--- config.mk ---
export PLATFORM = sky130hd
export DESIGN_NAME = ptw_top
export DESIGN_NICKNAME = d
export VERILOG_FILES = /design/src/ptw_pkg.sv /design/src/ptw_arbiter.sv /design/src/ptw_pte_cache.sv /design/src/ptw_regs.sv /design/src/ptw_top.sv /design/src/ptw_walker.sv
export SDC_FILE = /design/constraint.sdc
export NUM_CORES = 1
export LEC_CHECK = 0
export CAP_MARGIN = 20
export CORE_MARGIN = 5
export CORE_UTILIZATION = 51
export CTS_CLUSTER_SIZE = 8
export DETAILED_ROUTE_END_ITERATION = 8
export DONT_BUFFER_PORTS = 1
export PLACE_DENSITY = 0.78
export SLEW_MARGIN = 20
export SYNTH_ARGS = -nofsm -noshare
export SYNTH_HDL_FRONTEND = slang
export SYNTH_SLANG_ARGS = --single-unit
--- constraint.sdc ---
create_clock -name i_clk -period 11.8 [get_ports i_clk]
set_input_delay 3.54 -clock i_clk [delete_from_list [all_inputs] [get_ports i_clk]]
set_output_delay 3.54 -clock i_clk [all_outputs]
set_load 0.02 [all_outputs]
--- src/ptw_pkg.sv ---
package ptw_pkg;

  // sv32 address geometry
  localparam int VPN_W       = 20;
  localparam int VPN_FIELD_W = 10;   // index bits per level
  localparam int PPN_W       = 22;
  localparam int PADDR_W     = 34;
  localparam int PTE_W       = 32;
  localparam int PG_IDX_W    = 12;
  localparam int LEVEL_W     = 1;    // level 1 is the root

  // pte flag positions
  localparam int PTE_V     = 0;
  localparam int PTE_R     = 1;
  localparam int PTE_W_BIT = 2;
  localparam int PTE_X     = 3;

  // register byte offsets
  localparam logic [3:0] REG_SATP   = 4'h0;
  localparam logic [3:0] REG_CTRL   = 4'h4;
  localparam logic [3:0] REG_WALKS  = 4'h8;   // read only
  localparam logic [3:0] REG_FAULTS = 4'hC;   // read only

  // control register bits
  localparam int CTRL_CACHE_EN = 0;
  localparam int CTRL_FLUSH    = 1;   // self clearing

endpackage

--- src/ptw_arbiter.sv ---
module ptw_arbiter import ptw_pkg::*; #(
  parameter int N_PORTS = 3
) (
  input  logic                           i_clk,
  input  logic                           i_reset_n,
  input  logic [N_PORTS-1:0]             i_valid,
  input  logic [N_PORTS-1:0][VPN_W-1:0]  i_vpn,
  input  logic                           i_ready,
  output logic [N_PORTS-1:0]             o_grant,
  output logic [VPN_W-1:0]               o_vpn
);

  localparam int PTR_W = (N_PORTS > 1) ? $clog2(N_PORTS) : 1;

  logic [PTR_W-1:0]   r_ptr;
  logic [N_PORTS-1:0] w_pick;
  logic [PTR_W-1:0]   w_pick_idx;
  logic               w_found;

  // first valid port at or after the pointer wins
  always_comb begin
    int unsigned idx;
    w_pick     = '0;
    w_pick_idx = '0;
    w_found    = 1'b0;
    for (int i = 0; i < N_PORTS; i++) begin
      idx = (r_ptr + i) % N_PORTS;
      if (!w_found && i_valid[idx]) begin
        w_found     = 1'b1;
        w_pick[idx] = 1'b1;
        w_pick_idx  = PTR_W'(idx);
      end
    end
  end

  assign o_grant = i_ready ? w_pick : '0;
  assign o_vpn   = i_vpn[w_pick_idx];

  always_ff @(posedge i_clk or negedge i_reset_n) begin
    if (!i_reset_n) begin
      r_ptr <= '0;
    end else if (|o_grant) begin
      r_ptr <= (w_pick_idx == PTR_W'(N_PORTS - 1)) ? '0 : w_pick_idx + 1'b1; // past the winner
    end
  end

  a_grant_onehot: assert property (@(posedge i_clk) disable iff (!i_reset_n)
    $onehot0(o_grant));

endmodule

--- src/ptw_pte_cache.sv ---
module ptw_pte_cache import ptw_pkg::*; #(
  parameter int CACHE_ENTRIES = 8
) (
  input  logic               i_clk,
  input  logic               i_reset_n,
  input  logic               i_enable,
  input  logic               i_flush,
  input  logic               i_lookup,
  input  logic [PADDR_W-1:0] i_lookup_addr,
  output logic               o_hit,
  output logic [PTE_W-1:0]   o_pte,
  input  logic               i_fill,
  input  logic [PADDR_W-1:0] i_fill_addr,
  input  logic [PTE_W-1:0]   i_fill_pte
);

  localparam int OFS_W = $clog2(PTE_W / 8);   // byte offset within a pte
  localparam int IDX_W = (CACHE_ENTRIES > 1) ? $clog2(CACHE_ENTRIES) : 1;
  localparam int TAG_W = PADDR_W - OFS_W - IDX_W;

  logic [CACHE_ENTRIES-1:0] r_valid;
  logic [TAG_W-1:0]         r_tag  [CACHE_ENTRIES];
  logic [PTE_W-1:0]         r_data [CACHE_ENTRIES];

  logic [IDX_W-1:0] w_lookup_idx;
  logic [TAG_W-1:0] w_lookup_tag;
  logic [IDX_W-1:0] w_fill_idx;
  logic [TAG_W-1:0] w_fill_tag;

  assign w_lookup_idx = i_lookup_addr[OFS_W +: IDX_W];
  assign w_lookup_tag = i_lookup_addr[OFS_W + IDX_W +: TAG_W];
  assign w_fill_idx   = i_fill_addr[OFS_W +: IDX_W];
  assign w_fill_tag   = i_fill_addr[OFS_W + IDX_W +: TAG_W];

  always_ff @(posedge i_clk or negedge i_reset_n) begin
    if (!i_reset_n) begin
      r_valid <= '0;
      o_hit   <= 1'b0;
    end else begin
      if (i_flush) begin
        r_valid <= '0;   // flush wins over a fill
      end else if (i_fill) begin
        r_valid[w_fill_idx] <= 1'b1;
      end
      o_hit <= i_lookup & i_enable & r_valid[w_lookup_idx] &
               (r_tag[w_lookup_idx] == w_lookup_tag);
    end
  end

  always_ff @(posedge i_clk) begin
    if (i_fill) begin
      r_tag[w_fill_idx]  <= w_fill_tag;
      r_data[w_fill_idx] <= i_fill_pte;
    end
    if (i_lookup) begin
      o_pte <= r_data[w_lookup_idx];
    end
  end

  // walker only fills from the memory state, never while looking up
  a_no_lookup_fill: assert property (@(posedge i_clk) disable iff (!i_reset_n)
    !(i_lookup && i_fill));

endmodule

--- src/ptw_regs.sv ---
module ptw_regs import ptw_pkg::*; (
  input  logic             i_clk,
  input  logic             i_reset_n,
  input  logic             i_wbs_cyc,
  input  logic             i_wbs_stb,
  input  logic             i_wbs_we,
  input  logic [3:0]       i_wbs_adr,
  input  logic [PTE_W-1:0] i_wbs_dat,
  output logic [PTE_W-1:0] o_wbs_dat,
  output logic             o_wbs_ack,
  input  logic             i_walk_done,
  input  logic             i_walk_fault,
  output logic [PPN_W-1:0] o_root_ppn,
  output logic             o_cache_en,
  output logic             o_flush
);

  logic [PTE_W-1:0] r_walks;
  logic [PTE_W-1:0] r_faults;
  logic             w_access;
  logic             w_write;

  assign w_access = i_wbs_cyc & i_wbs_stb & !o_wbs_ack;   // one ack per access
  assign w_write  = w_access & i_wbs_we;

  always_ff @(posedge i_clk or negedge i_reset_n) begin
    if (!i_reset_n) begin
      o_wbs_ack  <= 1'b0;
      o_root_ppn <= '0;
      o_cache_en <= 1'b0;
      o_flush    <= 1'b0;
      r_walks    <= '0;
      r_faults   <= '0;
    end else begin
      o_wbs_ack <= w_access;
      o_flush   <= 1'b0;
      if (w_write) begin
        case (i_wbs_adr)
          REG_SATP: o_root_ppn <= i_wbs_dat[PPN_W-1:0];
          REG_CTRL: begin
            o_cache_en <= i_wbs_dat[CTRL_CACHE_EN];
            o_flush    <= i_wbs_dat[CTRL_FLUSH];
          end
          default: ;   // counters ignore writes
        endcase
      end
      if (i_walk_done && !(&r_walks)) r_walks <= r_walks + 1'b1;
      if (i_walk_done && i_walk_fault && !(&r_faults)) r_faults <= r_faults + 1'b1;
    end
  end

  always_ff @(posedge i_clk) begin
    if (w_access && !i_wbs_we) begin
      case (i_wbs_adr)
        REG_SATP:   o_wbs_dat <= PTE_W'(o_root_ppn);
        REG_CTRL:   o_wbs_dat <= PTE_W'(o_cache_en) << CTRL_CACHE_EN;  // flush reads as 0
        REG_WALKS:  o_wbs_dat <= r_walks;
        REG_FAULTS: o_wbs_dat <= r_faults;
        default:    o_wbs_dat <= '0;
      endcase
    end
  end

endmodule

--- src/ptw_top.sv ---
module ptw_top import ptw_pkg::*; #(
  parameter int N_PORTS       = 3,
  parameter int CACHE_ENTRIES = 8
) (
  input  logic                          i_clk,
  input  logic                          i_reset_n,
  // clients
  input  logic [N_PORTS-1:0]            i_req_valid,
  input  logic [N_PORTS-1:0][VPN_W-1:0] i_req_vpn,
  output logic [N_PORTS-1:0]            o_req_ready,
  output logic [N_PORTS-1:0]            o_resp_valid,
  output logic [PTE_W-1:0]              o_resp_pte,
  output logic [LEVEL_W-1:0]            o_resp_level,
  output logic                          o_resp_fault,
  // wishbone master, reads only
  output logic                          o_wbm_cyc,
  output logic                          o_wbm_stb,
  output logic [PADDR_W-1:0]            o_wbm_adr,
  input  logic [PTE_W-1:0]              i_wbm_dat,
  input  logic                          i_wbm_ack,
  // wishbone slave, registers
  input  logic                          i_wbs_cyc,
  input  logic                          i_wbs_stb,
  input  logic                          i_wbs_we,
  input  logic [3:0]                    i_wbs_adr,
  input  logic [PTE_W-1:0]              i_wbs_dat,
  output logic [PTE_W-1:0]              o_wbs_dat,
  output logic                          o_wbs_ack
);

  logic               walker_ready;
  logic [VPN_W-1:0]   sel_vpn;
  logic               lookup;
  logic [PADDR_W-1:0] lookup_addr;
  logic               hit;
  logic [PTE_W-1:0]   cache_pte;
  logic               fill;
  logic [PTE_W-1:0]   fill_pte;
  logic               walk_done;
  logic               walk_fault;
  logic [PPN_W-1:0]   root_ppn;
  logic               cache_en;
  logic               flush;

  ptw_arbiter #(.N_PORTS(N_PORTS)) ptw_arbiter_inst (
    .i_clk, .i_reset_n,
    .i_valid (i_req_valid),
    .i_vpn   (i_req_vpn),
    .i_ready (walker_ready),
    .o_grant (o_req_ready),   // grant doubles as the per-port ready
    .o_vpn   (sel_vpn)
  );

  ptw_walker #(.N_PORTS(N_PORTS)) ptw_walker_inst (
    .i_clk, .i_reset_n,
    .i_grant       (o_req_ready),
    .i_vpn         (sel_vpn),
    .o_ready       (walker_ready),
    .i_root_ppn    (root_ppn),
    .o_lookup      (lookup),
    .o_lookup_addr (lookup_addr),
    .i_hit         (hit),
    .i_cache_pte   (cache_pte),
    .o_fill        (fill),
    .o_fill_pte    (fill_pte),
    .o_wbm_cyc, .o_wbm_stb, .o_wbm_adr, .i_wbm_dat, .i_wbm_ack,
    .o_resp_valid, .o_resp_pte, .o_resp_level, .o_resp_fault,
    .o_walk_done   (walk_done),
    .o_walk_fault  (walk_fault)
  );

  ptw_pte_cache #(.CACHE_ENTRIES(CACHE_ENTRIES)) ptw_pte_cache_inst (
    .i_clk, .i_reset_n,
    .i_enable      (cache_en),
    .i_flush       (flush),
    .i_lookup      (lookup),
    .i_lookup_addr (lookup_addr),
    .o_hit         (hit),
    .o_pte         (cache_pte),
    .i_fill        (fill),
    .i_fill_addr   (lookup_addr),   // walker address holds through the read
    .i_fill_pte    (fill_pte)
  );

  ptw_regs ptw_regs_inst (
    .i_clk, .i_reset_n,
    .i_wbs_cyc, .i_wbs_stb, .i_wbs_we, .i_wbs_adr, .i_wbs_dat, .o_wbs_dat, .o_wbs_ack,
    .i_walk_done  (walk_done),
    .i_walk_fault (walk_fault),
    .o_root_ppn   (root_ppn),
    .o_cache_en   (cache_en),
    .o_flush      (flush)
  );

endmodule

--- src/ptw_walker.sv ---
module ptw_walker import ptw_pkg::*; #(
  parameter int N_PORTS = 3
) (
  input  logic               i_clk,
  input  logic               i_reset_n,
  input  logic [N_PORTS-1:0] i_grant,
  input  logic [VPN_W-1:0]   i_vpn,
  output logic               o_ready,
  input  logic [PPN_W-1:0]   i_root_ppn,
  output logic               o_lookup,
  output logic [PADDR_W-1:0] o_lookup_addr,
  input  logic               i_hit,
  input  logic [PTE_W-1:0]   i_cache_pte,
  output logic               o_fill,
  output logic [PTE_W-1:0]   o_fill_pte,
  output logic               o_wbm_cyc,
  output logic               o_wbm_stb,
  output logic [PADDR_W-1:0] o_wbm_adr,
  input  logic [PTE_W-1:0]   i_wbm_dat,
  input  logic               i_wbm_ack,
  output logic [N_PORTS-1:0] o_resp_valid,
  output logic [PTE_W-1:0]   o_resp_pte,
  output logic [LEVEL_W-1:0] o_resp_level,
  output logic               o_resp_fault,
  output logic               o_walk_done,
  output logic               o_walk_fault
);

  localparam int PPN_LSB = PTE_W - PPN_W;            // ppn sits above the flags
  localparam int OFS_W   = PG_IDX_W - VPN_FIELD_W;   // pte index is in words

  typedef enum logic [2:0] {
    S_IDLE,
    S_LOOKUP,
    S_CHECK,
    S_MEM,
    S_RESP
  } state_t;

  state_t               r_state;
  logic                 r_alive;   // idle is entered one cycle out of reset
  logic [N_PORTS-1:0]   r_port;
  logic [LEVEL_W-1:0]   r_level;
  logic                 r_from_mem;
  logic                 r_fault;
  logic [VPN_W-1:0]     r_vpn;
  logic [PADDR_W-1:0]   r_addr;
  logic [PTE_W-1:0]     r_pte;

  logic [PTE_W-1:0] w_pte;
  logic             w_leaf;
  logic             w_bad;
  logic             w_misaligned;
  logic             w_fault;
  logic             w_done;

  assign w_pte        = r_from_mem ? r_pte : i_cache_pte;
  assign w_leaf       = w_pte[PTE_R] | w_pte[PTE_X];
  assign w_bad        = !w_pte[PTE_V] | (w_pte[PTE_W_BIT] & !w_pte[PTE_R]);
  assign w_misaligned = w_leaf & (r_level == LEVEL_W'(1)) &
                        (w_pte[PPN_LSB +: VPN_FIELD_W] != '0);  // superpage ppn0
  assign w_fault      = w_bad | w_misaligned | (!w_leaf & (r_level == '0));
  assign w_done       = w_fault | w_leaf;

  always_ff @(posedge i_clk or negedge i_reset_n) begin
    if (!i_reset_n) begin
      r_state    <= S_IDLE;
      r_alive    <= 1'b0;
      r_port     <= '0;
      r_level    <= '0;
      r_from_mem <= 1'b0;
      r_fault    <= 1'b0;
    end else begin
      r_alive <= 1'b1;
      case (r_state)
        S_IDLE: begin
          if (|i_grant) begin
            r_port     <= i_grant;
            r_level    <= LEVEL_W'(1);
            r_from_mem <= 1'b0;
            r_state    <= S_LOOKUP;
          end
        end
        S_LOOKUP: r_state <= S_CHECK;
        S_CHECK: begin
          if (!r_from_mem && !i_hit) begin
            r_state <= S_MEM;
          end else if (w_done) begin
            r_fault <= w_fault;
            r_state <= S_RESP;
          end else begin
            r_level    <= '0;
            r_from_mem <= 1'b0;
            r_state    <= S_LOOKUP;
          end
        end
        S_MEM: begin
          if (i_wbm_ack) begin
            r_from_mem <= 1'b1;
            r_state    <= S_CHECK;   // fill cycle doubles as the check
          end
        end
        S_RESP:  r_state <= S_IDLE;
        default: r_state <= S_IDLE;
      endcase
    end
  end

  always_ff @(posedge i_clk) begin
    if (r_state == S_IDLE && |i_grant) begin
      r_vpn  <= i_vpn;
      r_addr <= {i_root_ppn, i_vpn[VPN_W-1 -: VPN_FIELD_W], {OFS_W{1'b0}}};
    end
    if (r_state == S_CHECK && (r_from_mem || i_hit)) begin
      r_pte  <= w_pte;   // kept for the response
      r_addr <= {w_pte[PPN_LSB +: PPN_W], r_vpn[VPN_FIELD_W-1:0], {OFS_W{1'b0}}};
    end
    if (r_state == S_MEM && i_wbm_ack) begin
      r_pte <= i_wbm_dat;
    end
  end

  assign o_ready       = (r_state == S_IDLE) & r_alive;
  assign o_lookup      = (r_state == S_LOOKUP);
  assign o_lookup_addr = r_addr;

  assign o_fill     = (r_state == S_MEM) & i_wbm_ack;
  assign o_fill_pte = i_wbm_dat;

  assign o_wbm_cyc = (r_state == S_MEM);
  assign o_wbm_stb = (r_state == S_MEM);
  assign o_wbm_adr = r_addr;

  assign o_resp_valid = (r_state == S_RESP) ? r_port : '0;
  assign o_resp_pte   = r_pte;
  assign o_resp_level = r_level;
  assign o_resp_fault = r_fault;
  assign o_walk_done  = (r_state == S_RESP);
  assign o_walk_fault = r_fault;

  // a read in flight holds cyc, stb and its address until ack
  a_adr_stable: assert property (@(posedge i_clk) disable iff (!i_reset_n)
    o_wbm_stb && !i_wbm_ack |=> o_wbm_cyc && o_wbm_stb && $stable(o_wbm_adr));

endmodule

## After elaboration in Yosys (flattened, before gate mapping)

Memory sizes are Yosys's and may differ from the RTL's. A register that Yosys moved wholly into a read port is not among the register bits.
Index checks and enable logic that the tools add are counted.

| word-level totals | value |
|---|---|
| flip-flop bits (word level) | 216 |
| bits in latches | 0 |
| RAM bits | 488 |
| bits in read-only memories | 0 |
| bits of input ports | 137 |
| output and inout bits | 109 |
| logic and storage cells | 174 |
| memories kept | 2 |

Memories:

| memory | words | width | read ports | clocked after memory_dff | write ports | line | RTL |
|---|---|---|---|---|---|---|---|
| ptw_pte_cache_inst.r_data | 8 | 32 | 1 | 1 | 1 | ptw_pte_cache.sv:23 | `logic [PTE_W-1:0] r_data [CACHE_ENTRIES];` |
| ptw_pte_cache_inst.r_tag | 8 | 29 | 1 | 1 | 1 | ptw_pte_cache.sv:22 | `logic [TAG_W-1:0] r_tag [CACHE_ENTRIES];` |

| cells by class | value |
|---|---|
| $add $sub $neg | 5 |
| multiply operators | 0 |
| divide/modulo/power cells | 3 |
| magnitude comparators | 9 |
| equal/unequal tests | 14 |
| shifts and indexed selects | 0 |
| mux-type cells | 54 |
| bitwise operators | 22 |
| reductions and logical operators | 45 |

Operators with widths:

| cell | number |
|---|---|
| $pmux 32 s4 | 1 |
| $ge 32x1->1 const B | 3 |
| $lt 32x3->1 const B | 3 |
| $mux 32 | 3 |
| $mux 34 | 2 |
| $add 32x1->32 const B | 2 |
| $mod 32x2->32 const B | 2 |
| $reduce_and 32->1 | 2 |
| $bmux 20 s2 | 1 |
| $mod 2x2->32 const B | 1 |
| $mux 3 | 10 |
| $eq 29x29->1 | 1 |
| $mux 20 | 1 |
| $mux 1 | 19 |
| $mux 8 | 2 |
| $logic_and 1x1->1 | 14 |
| $and 1x1->1 | 12 |
| $pmux 3 s4 | 1 |
| $logic_not 1->1 | 11 |
| $reduce_and 2->1 | 5 |
| $reduce_bool 10->1 | 1 |
| $eq 4x4->1 const B | 2 |
| $mux 2 | 4 |
| $ne 2x2->1 const B | 4 |
| 31 further kinds | 45 |

## Longest topological paths before layout

Gate-level depths: netlist of run 1.

| depth | value |
|---|---|
| word-level depth | 16 |
| mapped depth | 11 |
| mapped depth without buffers | 8 |

## Hierarchy

From an unflattened synthesis of run 1, not the netlist that was laid out.

| second synthesis, totals | value |
|---|---|
| cell total of the unflattened synthesis | 1891 |
| area, all modules | 31026.0 um^2 |

By module, submodules not included:

| module | instances | cells each | area each (um^2) | seq. area each (um^2) |
|---|---|---|---|---|
| ptw_pte_cache | 1 | 930 | 20210.6 | 15840.2 |
| ptw_regs | 1 | 458 | 5464.0 | 3188.1 |
| ptw_walker | 1 | 386 | 4468.0 | 2472.4 |
| ptw_arbiter | 1 | 117 | 883.3 | 50.0 |

## Least setup slack after synthesis of run 1

Ideal clock, no wire load.

| path | value |
|---|---|
| kind | input port to flip-flop |
| from | input i_wbm_ack |
| to | memory ptw_pte_cache_inst.r_data[5][0] (enable) |
| library setup time | 0.557 ns |
| data arrival time | 7.982 ns |
| data required time | 11.243 ns |
| path slack | 3.261 ns |
| stages on the path | 2 |
| path buffers | 0 |
| cell sequence | nand2_1 > nor3_1 |

| on the way | value |
|---|---|
| cells in the longest elaborated chain, start to end | 3 |

RTL lines:

| element | line | RTL |
|---|---|---|
| from (decl) | ptw_top.sv:20 | `input logic i_wbm_ack,` |
| $and 1x1->1 | ptw_walker.sv:127 | `assign o_fill = (r_state == S_MEM) & i_wbm_ack;` |
| $mux 1 | ptw_pte_cache.sv:51 | `if (i_fill) begin` |
| $mux 1 (implied by the code) | ptw_pte_cache.sv:53 | `r_data[w_fill_idx] <= i_fill_pte;` |
| to (decl) | ptw_pte_cache.sv:23 |  |

Every way passes these cells.

## Worst setup path in the final report of run 1

| path | value |
|---|---|
| from | input i_req_valid[2] |
| to | output o_req_ready[1] |

| on the way | value |
|---|---|
| cells in the longest elaborated chain, start to end | 10 |

RTL lines:

| element | line | RTL |
|---|---|---|
| from (decl) | ptw_top.sv:8 | `input logic [N_PORTS-1:0] i_req_valid,` |
| $bmux 1 s2 | ptw_arbiter.sv:28 | `if (!w_found && i_valid[idx]) begin` |
| $mux 1 (implied by the code) | ptw_arbiter.sv:28 |  |
| $mux 1 | ptw_arbiter.sv:28 |  |
| $logic_not 1->1 | ptw_arbiter.sv:28 |  |
| $logic_and 1x1->1 | ptw_arbiter.sv:28 |  |
| $mux 1 | ptw_arbiter.sv:28 |  |
| $logic_not 1->1 | ptw_arbiter.sv:28 |  |
| $logic_and 1x1->1 | ptw_arbiter.sv:28 |  |
| $mux 3 * | ptw_arbiter.sv:28 |  |
| $mux 3 * | ptw_arbiter.sv:36 | `assign o_grant = i_ready ? w_pick : '0;` |
| to (decl) | ptw_top.sv:10 | `output logic [N_PORTS-1:0] o_req_ready,` |

Mark *: on every way between the ends. The rest lies on a longest branch, timed or not. The select of a mux whose other input is x is not followed.

==> impl_metrics.ini, run 1 <==
[run_status]
status = finished, final reports clean

[synthesis]
yosysTopAreaCell = edfxtp_1
synth-seq-area-share = 0.726
async_flop_share = 0.149
synthFlopType = edfxtp_1
synthSimpleGateAreaFrac = 0.0736
synth_area_um2 = 29800
synth_area_leaders = edfxtp_1 63%, dfrtp_1 9.2%, a22oi_1 5.2%
synth.distinct_cells = 77
synth-xor-area-share = 0.0209
synth-adder-area-share = 0.00252
synth-seq-cells = 739
synth_top_family_by_area = compound AO/OA/AOI/OAI gates
synth_top_area_share = 0.631
synth_edf_count = 626
synth_cells = 1896
avgSynthCellArea_um2 = 15.7
netlist_top_cells_count = 626 x edfxtp_1, 208 x a22oi_1, 134 x mux2i_1, 110 x dfrtp_1, 101 x nand2_1
synthMuxAreaShare = 0.0765
synth_compound_area_frac = 0.0840
post-synth-top-count-cell = edfxtp_1
ys_warn_count = 0

[power_and_ir_drop]
switchingPower_mw = 2.92
ir_drop_mv = 0.198
power_mw = 8.70
p_sw_frac = 0.336
power_density_nw_per_um2 = 259
leakage_nw = 11.8
power_frac_seq = 0.465
clkPwrFrac = 0.311
p_comb_frac = 0.225
intPower_mw = 5.78

[die]
io-pin-count = 246
die_area_um2 = 63300
die_h_um = 252
die_x_um = 252
core_um2 = 57800
rows = 88
start_util = 0.515

[drt]
dr.first_iter.drc_count = 1840
ant_nets = 0
vias_per_cell = 6.30
routed_wl_um = 76900
drc = 0
wl_per_cell_um = 27.7
vias = 17500
drt-pass1-iter-count = 5

[clocking]
cts_inserted_buffers = 102
cts.clk_slew.worst_paths_ps = 50
cts_root_buffer = clkbuf_16
cts_tree = done
post_cts_buffers = 0
cts_resized = 0
clock_path_buffers = 3
cts_hold_buf = 0
htree_levels = 3
clkSinkCount = 739
clk_latency_ps = 670

[sta]
period_share = 0.709
rsz0062_at_grt = no
clock-skew-final_ps = 49.5
tns_ps = 0
fmax_ghz = 0.120
holdWs_ps = 468
layout_min_cycle_time_ps = 8370
worst_slack_ps = 3430
hold_viol = 0
worstMarginPinSlew_ps = 1110
setup_violations = 0
drv_slew = 0
timing.slew.headroom = 0.257

[place]
place_congestion = 0.860
dp_hpwl_um = 46500
postPlaceCellArea_um2 = 30600
pre_cts_slack_ps = 3430
portBuffers = 0
place_inst = 2594

[setup_path]
critPathKind = in2out
worst_setup_path_end_kind = output pin
crit_arrival_ps = 4830
crit_path_start_kind = input pin
required_ps = 8260
critPathMaxFanout = 6

[hold_path]
worstHoldPathType = reg2reg

[final_layout]
syn2layout_area_growth_pct = 13.0
fillers = 4226
layout-drive-gt1-share = 0.127
finalNetCount = 2076
utilization = 0.582
multi_input_area_um2 = 7770
seq_area_um2 = 21600
final_cells = 2780
fin_area_um2 = 33700

[grt]
grt_use_total = 0.236
grt_max_degree = 111
first_global_vias = 17700
antenna_found_initial = 5
grt_overflow = 0
grt_pass1_wl_um = 112000

[job]
maxCapViolCount = 0
-- power groups by stage --
stage               sequential [mW]  combinational [mW]  clock, mW
detailed placement             4.08                1.93          0
floorplan                      3.78                1.43          0
CTS                            4.04                1.94       2.74
global placement               4.05                1.86          0
global route                   4.08                2.09       2.87
finish                         4.04                1.95       2.70
-- kinds of logic after synthesis --
logic type,Yosys count
AO/OA/AOI/OAI,346
flip-flops,739
buffers and inverters,115
XOR/XNOR,71
other,2
AND/OR/NAND/NOR,416
adder cells (fa/ha/maj),6
multiplexers,201
-- worst paths after layout --
check,to,slack [ps],start,depth (start not counted)
max in group asynchronous,ptw_walker_inst.o_resp_level,9020,i_reset_n,0
min reg2reg,ptw_walker_inst.r_port[2],470,ptw_walker_inst.r_port[2],1
max,o_req_ready[1],3430,i_req_valid[2],4
max reg2reg,ptw_pte_cache_inst.r_tag[4][27],7680,ptw_walker_inst.o_lookup_addr[4],4
min in group asynchronous,ptw_regs_inst.r_faults[23],2590,i_reset_n,0
min,ptw_walker_inst.r_port[2],470,ptw_walker_inst.r_port[2],1
-- cell type report --
type | instances | share of cell area
tap | 765 | 0.0284
timing repair buffer | 36 | 0.00803
clock inverter | 8 | 0.00483
sequential | 739 | 0.642
clock buffer | 174 | 0.0842
multi-input combinational | 1043 | 0.231
antenna | 4 | 0.000297
inverter | 11 | 0.00123
-- cell usage in the layout, fill, tap and decap left out, drive strengths merged, types with 6 or more instances in the layout --
cell type / count
edfxtp: 626
a22oi: 208
clkbuf: 174
mux2i: 135
dfrtp: 110
nand2: 101
nor2: 101
xnor2: 62
nand4: 51
mux2: 50
a21oi: 48
nand3: 42
and3: 40
buf: 36
o21ai: 36
mux4: 16
inv: 15
nand3b: 13
and2: 13
nor3: 11
o22a: 10
xor2: 9
and4: 9
a31oi: 8
a21o: 8
nor3b: 8
nor4: 7
ha: 6
-- per-layer routing --
metal | global-route usage | wire, um | up-vias
met5 | 0 | 21 | -
met4 | 0.0900 | 2940 | 4
met3 | 0.0916 | 9460 | 180
met2 | 0.376 | 36500 | 956
met1 | 0.295 | 27900 | 8854
li1 | - | - | 7528
-- worst max-delay path: stages --
cell      delay, ps
mux2i_2         300
a31o_1          250
nand3_1         140
a311oi_4        600
-- registers in the layout (all words and copies together) (netlist names), 2 cells and up, named ones only --
name / flops
ptw_regs_inst.r_faults: 32
ptw_regs_inst.o_root_ppn: 22
ptw_pte_cache_inst.r_data: 256
ptw_arbiter_inst.r_ptr: 2
ptw_regs_inst.o_wbs_dat: 32
ptw_walker_inst.r_vpn: 10
ptw_pte_cache_inst.r_valid: 8
ptw_pte_cache_inst.o_pte: 32
ptw_pte_cache_inst.r_tag: 232
ptw_walker_inst.o_resp_pte: 32
ptw_walker_inst.r_state: 3
ptw_walker_inst.o_lookup_addr: 32
ptw_regs_inst.r_walks: 32
ptw_walker_inst.r_port: 3
Power figures use the tool's default switching activity.
==> run 2: changes to the inputs <==
==> constraint.sdc (replaced) <==
create_clock -name i_clk -period 8.15 [get_ports i_clk]
set_input_delay 2.445 -clock i_clk [delete_from_list [all_inputs] [get_ports i_clk]]
set_output_delay 2.445 -clock i_clk [all_outputs]
set_load 0.02 [all_outputs]
==> impl_metrics.ini, run 2 (same netlist as run 1, synthesis figures left out) <==
[setup_path]
worst_r2r_path_depth = 7
critPathKind = in2out
crit_arrival_ps = 3690
crit_start = i_req_valid[1]
worst_setup_path_end_kind = output pin
timing.rr.end = ptw_pte_cache_inst.o_hit
required_ps = 5710
crit_end = o_req_ready[2]
critPathMaxFanout = 7
regToRegSetupSlack_ps = 4520
crit_path_start_kind = input pin

[final_layout]
largest_reg_flops = 256
fillers = 4222
syn2layout_area_growth_pct = 12.7
finalNetCount = 2075
regMostFlops = ptw_pte_cache_inst.r_data
layout_commonest_cell = edfxtp_1
layout-drive-gt1-share = 0.128
utilization = 0.581
largestRegisters = ptw_pte_cache_inst.r_data x256, ptw_pte_cache_inst.r_tag x232
final_cell_mix = 626 x edfxtp_1, 208 x a22oi_1, 134 x mux2i_1, 109 x dfrtp_1, 102 x clkbuf_16

[die]
die_area_um2 = 63300
io-pin-count = 246
start_util = 0.515
die_h_um = 252
die_x_um = 252
core_um2 = 57800
rows = 88

[drt]
dr.first_iter.drc_count = 2023
vias_per_cell = 6.33
drt-pass1-iter-count = 6
vias = 17500
routed_wl_um = 76900
wl_per_cell_um = 27.8
drc = 0
ant_nets = 0

[clocking]
htree_levels = 3
cts_hold_buf = 0
cts_resized = 0
cts_tree = done
post_cts_buffers = 0
clkSinkCount = 739
cts_inserted_buffers = 102
clk_latency_ps = 680
cts.clk_slew.worst_paths_ps = 50
clock_path_buffers = 3
cts_root_buffer = clkbuf_16

[place]
place_congestion = 0.862
portBuffers = 0
dp_hpwl_um = 46500

[sta]
clock-skew-final_ps = 65.6
holdWs_ps = 466
timing.slew.headroom = 0.220
period_share = 0.753
layout_min_cycle_time_ps = 6130
hold_viol = 0
worstMarginPinSlew_ps = 1170
fmax_ghz = 0.163
rsz0062_at_grt = no
setup_violations = 0
drv_slew = 0
tns_ps = 0

[grt]
grt_pass1_wl_um = 113000
antenna_found_initial = 7
first_global_vias = 17900
grt_max_degree = 111
grt_overflow = 0
grt_use_total = 0.238

[power_and_ir_drop]
leakage_nw = 11.8
power_mw = 12.5
power_density_nw_per_um2 = 374
ir_drop_mv = 0.259

[run_status]
status = finished, final reports clean

[hold_path]
holdPathStages = 1
worstHoldPathType = reg2reg

[job]
maxCapViolCount = 0
==> run 2: per-stage QoR <==
step | cell area (um^2) | setup slack (ps) | instances
5_1_grt | 33600 | 1950 | 2761
2_1_floorplan | 29800 | 706 | 1897
3_5_place_dp | 30600 | 2030 | 2593
3_3_place_gp | 30600 | 2000 | 2593
4_1_cts | 33600 | 2030 | 2760
6_report | 33600 | 2020 | 2762
==> run 2: report_power, final <==
| part | switching, mW | internal, mW | total, mW | leakage [nW] |
|---|---|---|---|---|
| clock network | 1.54 | 2.31 | 3.85 | 1.39 |
| logic | 1.83 | 1.05 | 2.88 | 3.17 |
| registers | 0.852 | 4.96 | 5.81 | 7.21 |
| total | 4.22 | 8.32 | 12.5 | 11.8 |
==> run 2: worst min path at each step <==
stage,from,end,slack [ps]
after floorplan,ptw_walker_inst.r_port[0],ptw_walker_inst.r_port[0],440
after global placement,ptw_walker_inst.r_port[0],ptw_walker_inst.r_port[0],450
after detailed placement,ptw_walker_inst.r_port[2],ptw_walker_inst.r_port[2],460
after CTS,ptw_walker_inst.r_port[2],ptw_walker_inst.r_port[2],470
after global routing,ptw_walker_inst.r_port[2],ptw_walker_inst.r_port[2],490
final,ptw_walker_inst.r_port[1],ptw_walker_inst.r_port[1],470
==> run 2: worst max-delay path, cell delays in order <==
cell      delay (ps)
nor2b_1          140
o21ai_0          200
a22oi_1          110
a211oi_2         790
==> run 2: area by class of cell <==
class,instances,area [um^2],area share
Multi-Input combinational cell,1043,7760,0.231
Antenna cell,2,5.00,0.000149
Sequential cell,739,21600,0.644
Tap cell,765,957,0.0285
Clock buffer,159,2770,0.0824
Inverter,11,41.3,0.00123
Clock inverter,8,163,0.00485
Timing Repair Buffer,35,263,0.00783
==> run 2: metal layers <==
| layer | GRT usage | part of all wire | vias to the layer above |
|---|---|---|---|
| met5 | 0 | 0.00072 | - |
| li1 | - | - | 7511 |
| met3 | 0.0829 | 0.12 | 196 |
| met1 | 0.303 | 0.37 | 8791 |
| met2 | 0.376 | 0.47 | 986 |
| met4 | 0.100 | 0.040 | 8 |
==> run 3: changes to the inputs <==
--- a/config.mk
+++ b/config.mk
@@ -5,13 +5,14 @@
 export SDC_FILE = /design/constraint.sdc
 export NUM_CORES = 1
 export LEC_CHECK = 0
+export ABC_AREA = 1
 export CAP_MARGIN = 20
 export CORE_MARGIN = 5
 export CORE_UTILIZATION = 51
 export CTS_CLUSTER_SIZE = 8
 export DETAILED_ROUTE_END_ITERATION = 8
 export DONT_BUFFER_PORTS = 1
-export PLACE_DENSITY = 0.78
+export PLACE_DENSITY = 0.81
 export SLEW_MARGIN = 20
 export SYNTH_ARGS = -nofsm -noshare
 export SYNTH_HDL_FRONTEND = slang
==> constraint.sdc (replaced) <==
create_clock -name i_clk -period 5.4 [get_ports i_clk]
set_input_delay 1.62 -clock i_clk [delete_from_list [all_inputs] [get_ports i_clk]]
set_output_delay 1.62 -clock i_clk [all_outputs]
set_load 0.02 [all_outputs]
==> impl_metrics.ini, run 3 <==
[setup_path]
critPathMaxFanout = 6
required_ps = 3780
worst_setup_path_end_kind = output pin
crit_path_start_kind = input pin
worst_r2r_path_depth = 7
crit_arrival_ps = 2590
critPathKind = in2out

[drt]
drc = 0
routed_wl_um = 88200
ant_nets = 0
drt-pass1-iter-count = 6
vias = 21600
wl_per_cell_um = 24.7
dr.first_iter.drc_count = 2737
vias_per_cell = 6.05

[clocking]
cts_resized = 0
cts_root_buffer = clkbuf_16
post_cts_buffers = 0
htree_levels = 3
cts.clk_slew.worst_paths_ps = 50
cts_hold_buf = 0
cts_inserted_buffers = 102
cts_tree = done
clkSinkCount = 739
clock_path_buffers = 3
clk_latency_ps = 670

[place]
place_congestion = 0.958
dp_hpwl_um = 54800
portBuffers = 0
postPlaceCellArea_um2 = 31900

[sta]
holdWs_ps = 487
fmax_ghz = 0.238
layout_min_cycle_time_ps = 4210
period_share = 0.779
timing.slew.headroom = 0.221
worstMarginPinSlew_ps = 1160
hold_viol = 0
drv_slew = 0
rsz0062_at_grt = no
setup_violations = 0
clock-skew-final_ps = 69.8

[final_layout]
final_cell_mix = 626 x edfxtp_1, 561 x nand2_1, 379 x nor2_1, 169 x o21ai_0, 164 x inv_1
largest_reg_flops = 256
layout_commonest_cell = edfxtp_1
fin_area_um2 = 34800
largestRegisters = ptw_pte_cache_inst.r_data x256, ptw_pte_cache_inst.r_tag x232
multi_input_area_um2 = 8210
fillers = 4514
layout-drive-gt1-share = 0.0853
finalNetCount = 2868
syn2layout_area_growth_pct = 12.3
seq_area_um2 = 21600
regMostFlops = ptw_pte_cache_inst.r_data

[power_and_ir_drop]
p_comb_frac = 0.265
intPower_mw = 12.4
p_sw_frac = 0.372
ir_drop_mv = 0.550
power_density_nw_per_um2 = 564
clkPwrFrac = 0.297
leakage_nw = 12.7
switchingPower_mw = 7.30
power_frac_seq = 0.438

[grt]
antenna_found_initial = 8
first_global_vias = 21500
grt_max_degree = 117
grt_pass1_wl_um = 130000
grt_use_total = 0.259
grt_overflow = 0

[die]
die_x_um = 257
core_um2 = 60200
start_util = 0.515
io-pin-count = 246
die_area_um2 = 65800
die_h_um = 257
rows = 90

[synthesis]
synth_area_leaders = edfxtp_1 61%, dfrtp_1 8.9%, nand2_1 6.8%
synthFlopType = edfxtp_1
synth_top_area_share = 0.606
synth_edf_count = 626
netlist_top_cells_count = 626 x edfxtp_1, 562 x nand2_1, 382 x nor2_1, 170 x o21ai_0, 164 x inv_1
post-synth-top-count-cell = edfxtp_1
synth_area_um2 = 31000
avgSynthCellArea_um2 = 11.5
async_flop_share = 0.149
synth_cells = 2688
synth-seq-area-share = 0.697
yosysTopAreaCell = edfxtp_1
synth.distinct_cells = 48
ys_warn_count = 0
synth-seq-cells = 739

[job]
maxCapViolCount = 0

[hold_path]
worstHoldPathType = reg2reg
holdPathStages = 2

[run_status]
status = finished, final reports clean
run 3: changes by cell type in the layout (fill, tap and decap cells not counted), sizes merged, moves of 58 or more:
cell   previous run  this run
nand2           101       573
inv              14       185
a22oi           208        32
nor2            101       393
o21ai            36       222
mux2i           135         0
xnor2            62         4
nand3            42       113
run 3: cells by family after synthesis:
| kind of cell | share of synthesized area |
|---|---|
| AOI/OAI and AO/OA | 0.0749 |
| buffers and inverters | 0.0422 |
| and+or+nand+nor | 0.164 |
| other | 0.000242 |
| muxes | 0.00327 |
| DFF | 0.697 |
| adders and majority gates | 0.00242 |
| xor gates and xnor gates | 0.0164 |
run 3: routing by layer:
metal  vias to the layer above  global-route usage  wire (um)
li1                       9473                   -          -
met1                     10400               0.324      31400
met2                      1476               0.409      40900
met3                       251              0.0866      11400
met4                         6               0.126       4370
met5                         -                   0         41
run 3: worst paths after layout:
check | endpoint | slack, ps | from
max in group asynchronous | ptw_pte_cache_inst.r_valid[1] | 4550 | i_reset_n
min in group asynchronous | ptw_regs_inst.r_walks[12] | 660 | i_reset_n
worst min-delay path | ptw_pte_cache_inst.o_pte[23] | 490 | ptw_pte_cache_inst.r_data[5][23]
worst max register to register | ptw_pte_cache_inst.r_tag[0][18] | 1700 | ptw_walker_inst.r_state[1]
worst min register to register | ptw_pte_cache_inst.o_pte[23] | 490 | ptw_pte_cache_inst.r_data[5][23]
worst max-delay path | o_req_ready[0] | 1190 | i_req_valid[2]
run 3: stage by stage:
stage	cells	util	power (mW)	setup WS [ps]	setup TNS, ps
2_1_floorplan	2689	-	11.8	-353	-108290
4_1_cts	3559	0.578	19.6	1220	0
3_5_place_dp	3403	0.530	13.7	1220	0
5_1_grt	3561	0.578	20.5	1060	0
3_3_place_gp	3403	0.530	13.4	1270	0
6_report	3564	0.578	19.7	1190	0
run 3: final cells by class:
| type | instances | area share |
|---|---|---|
| repair buffers | 43 | 0.0114 |
| well taps | 782 | 0.0281 |
| flip-flops and latches | 739 | 0.621 |
| diodes | 5 | 0.000359 |
| clock inverters | 8 | 0.00517 |
| multi-input cells | 1653 | 0.236 |
| clock buffers | 148 | 0.0782 |
| inverters | 186 | 0.0204 |
run 3: critical path, cell delays in order:
cell and delay, ps:
inv_2 20, o21ai_2 190, nand2_2 140, nand3_1 140, nor2_1 60, o21ai_2 240
inv_1 180
run 3: power by group through the flow:
stage                     Sequential [mW]  Combinational (mW)  Clock, mW
after floorplan                      8.15                3.66          0
after global placement               8.63                4.82          0
after detailed placement             8.68                5.03          0
after CTS                            8.60                5.11       5.87
after global routing                 8.68                5.68       6.14
final                                8.62                5.21       5.83
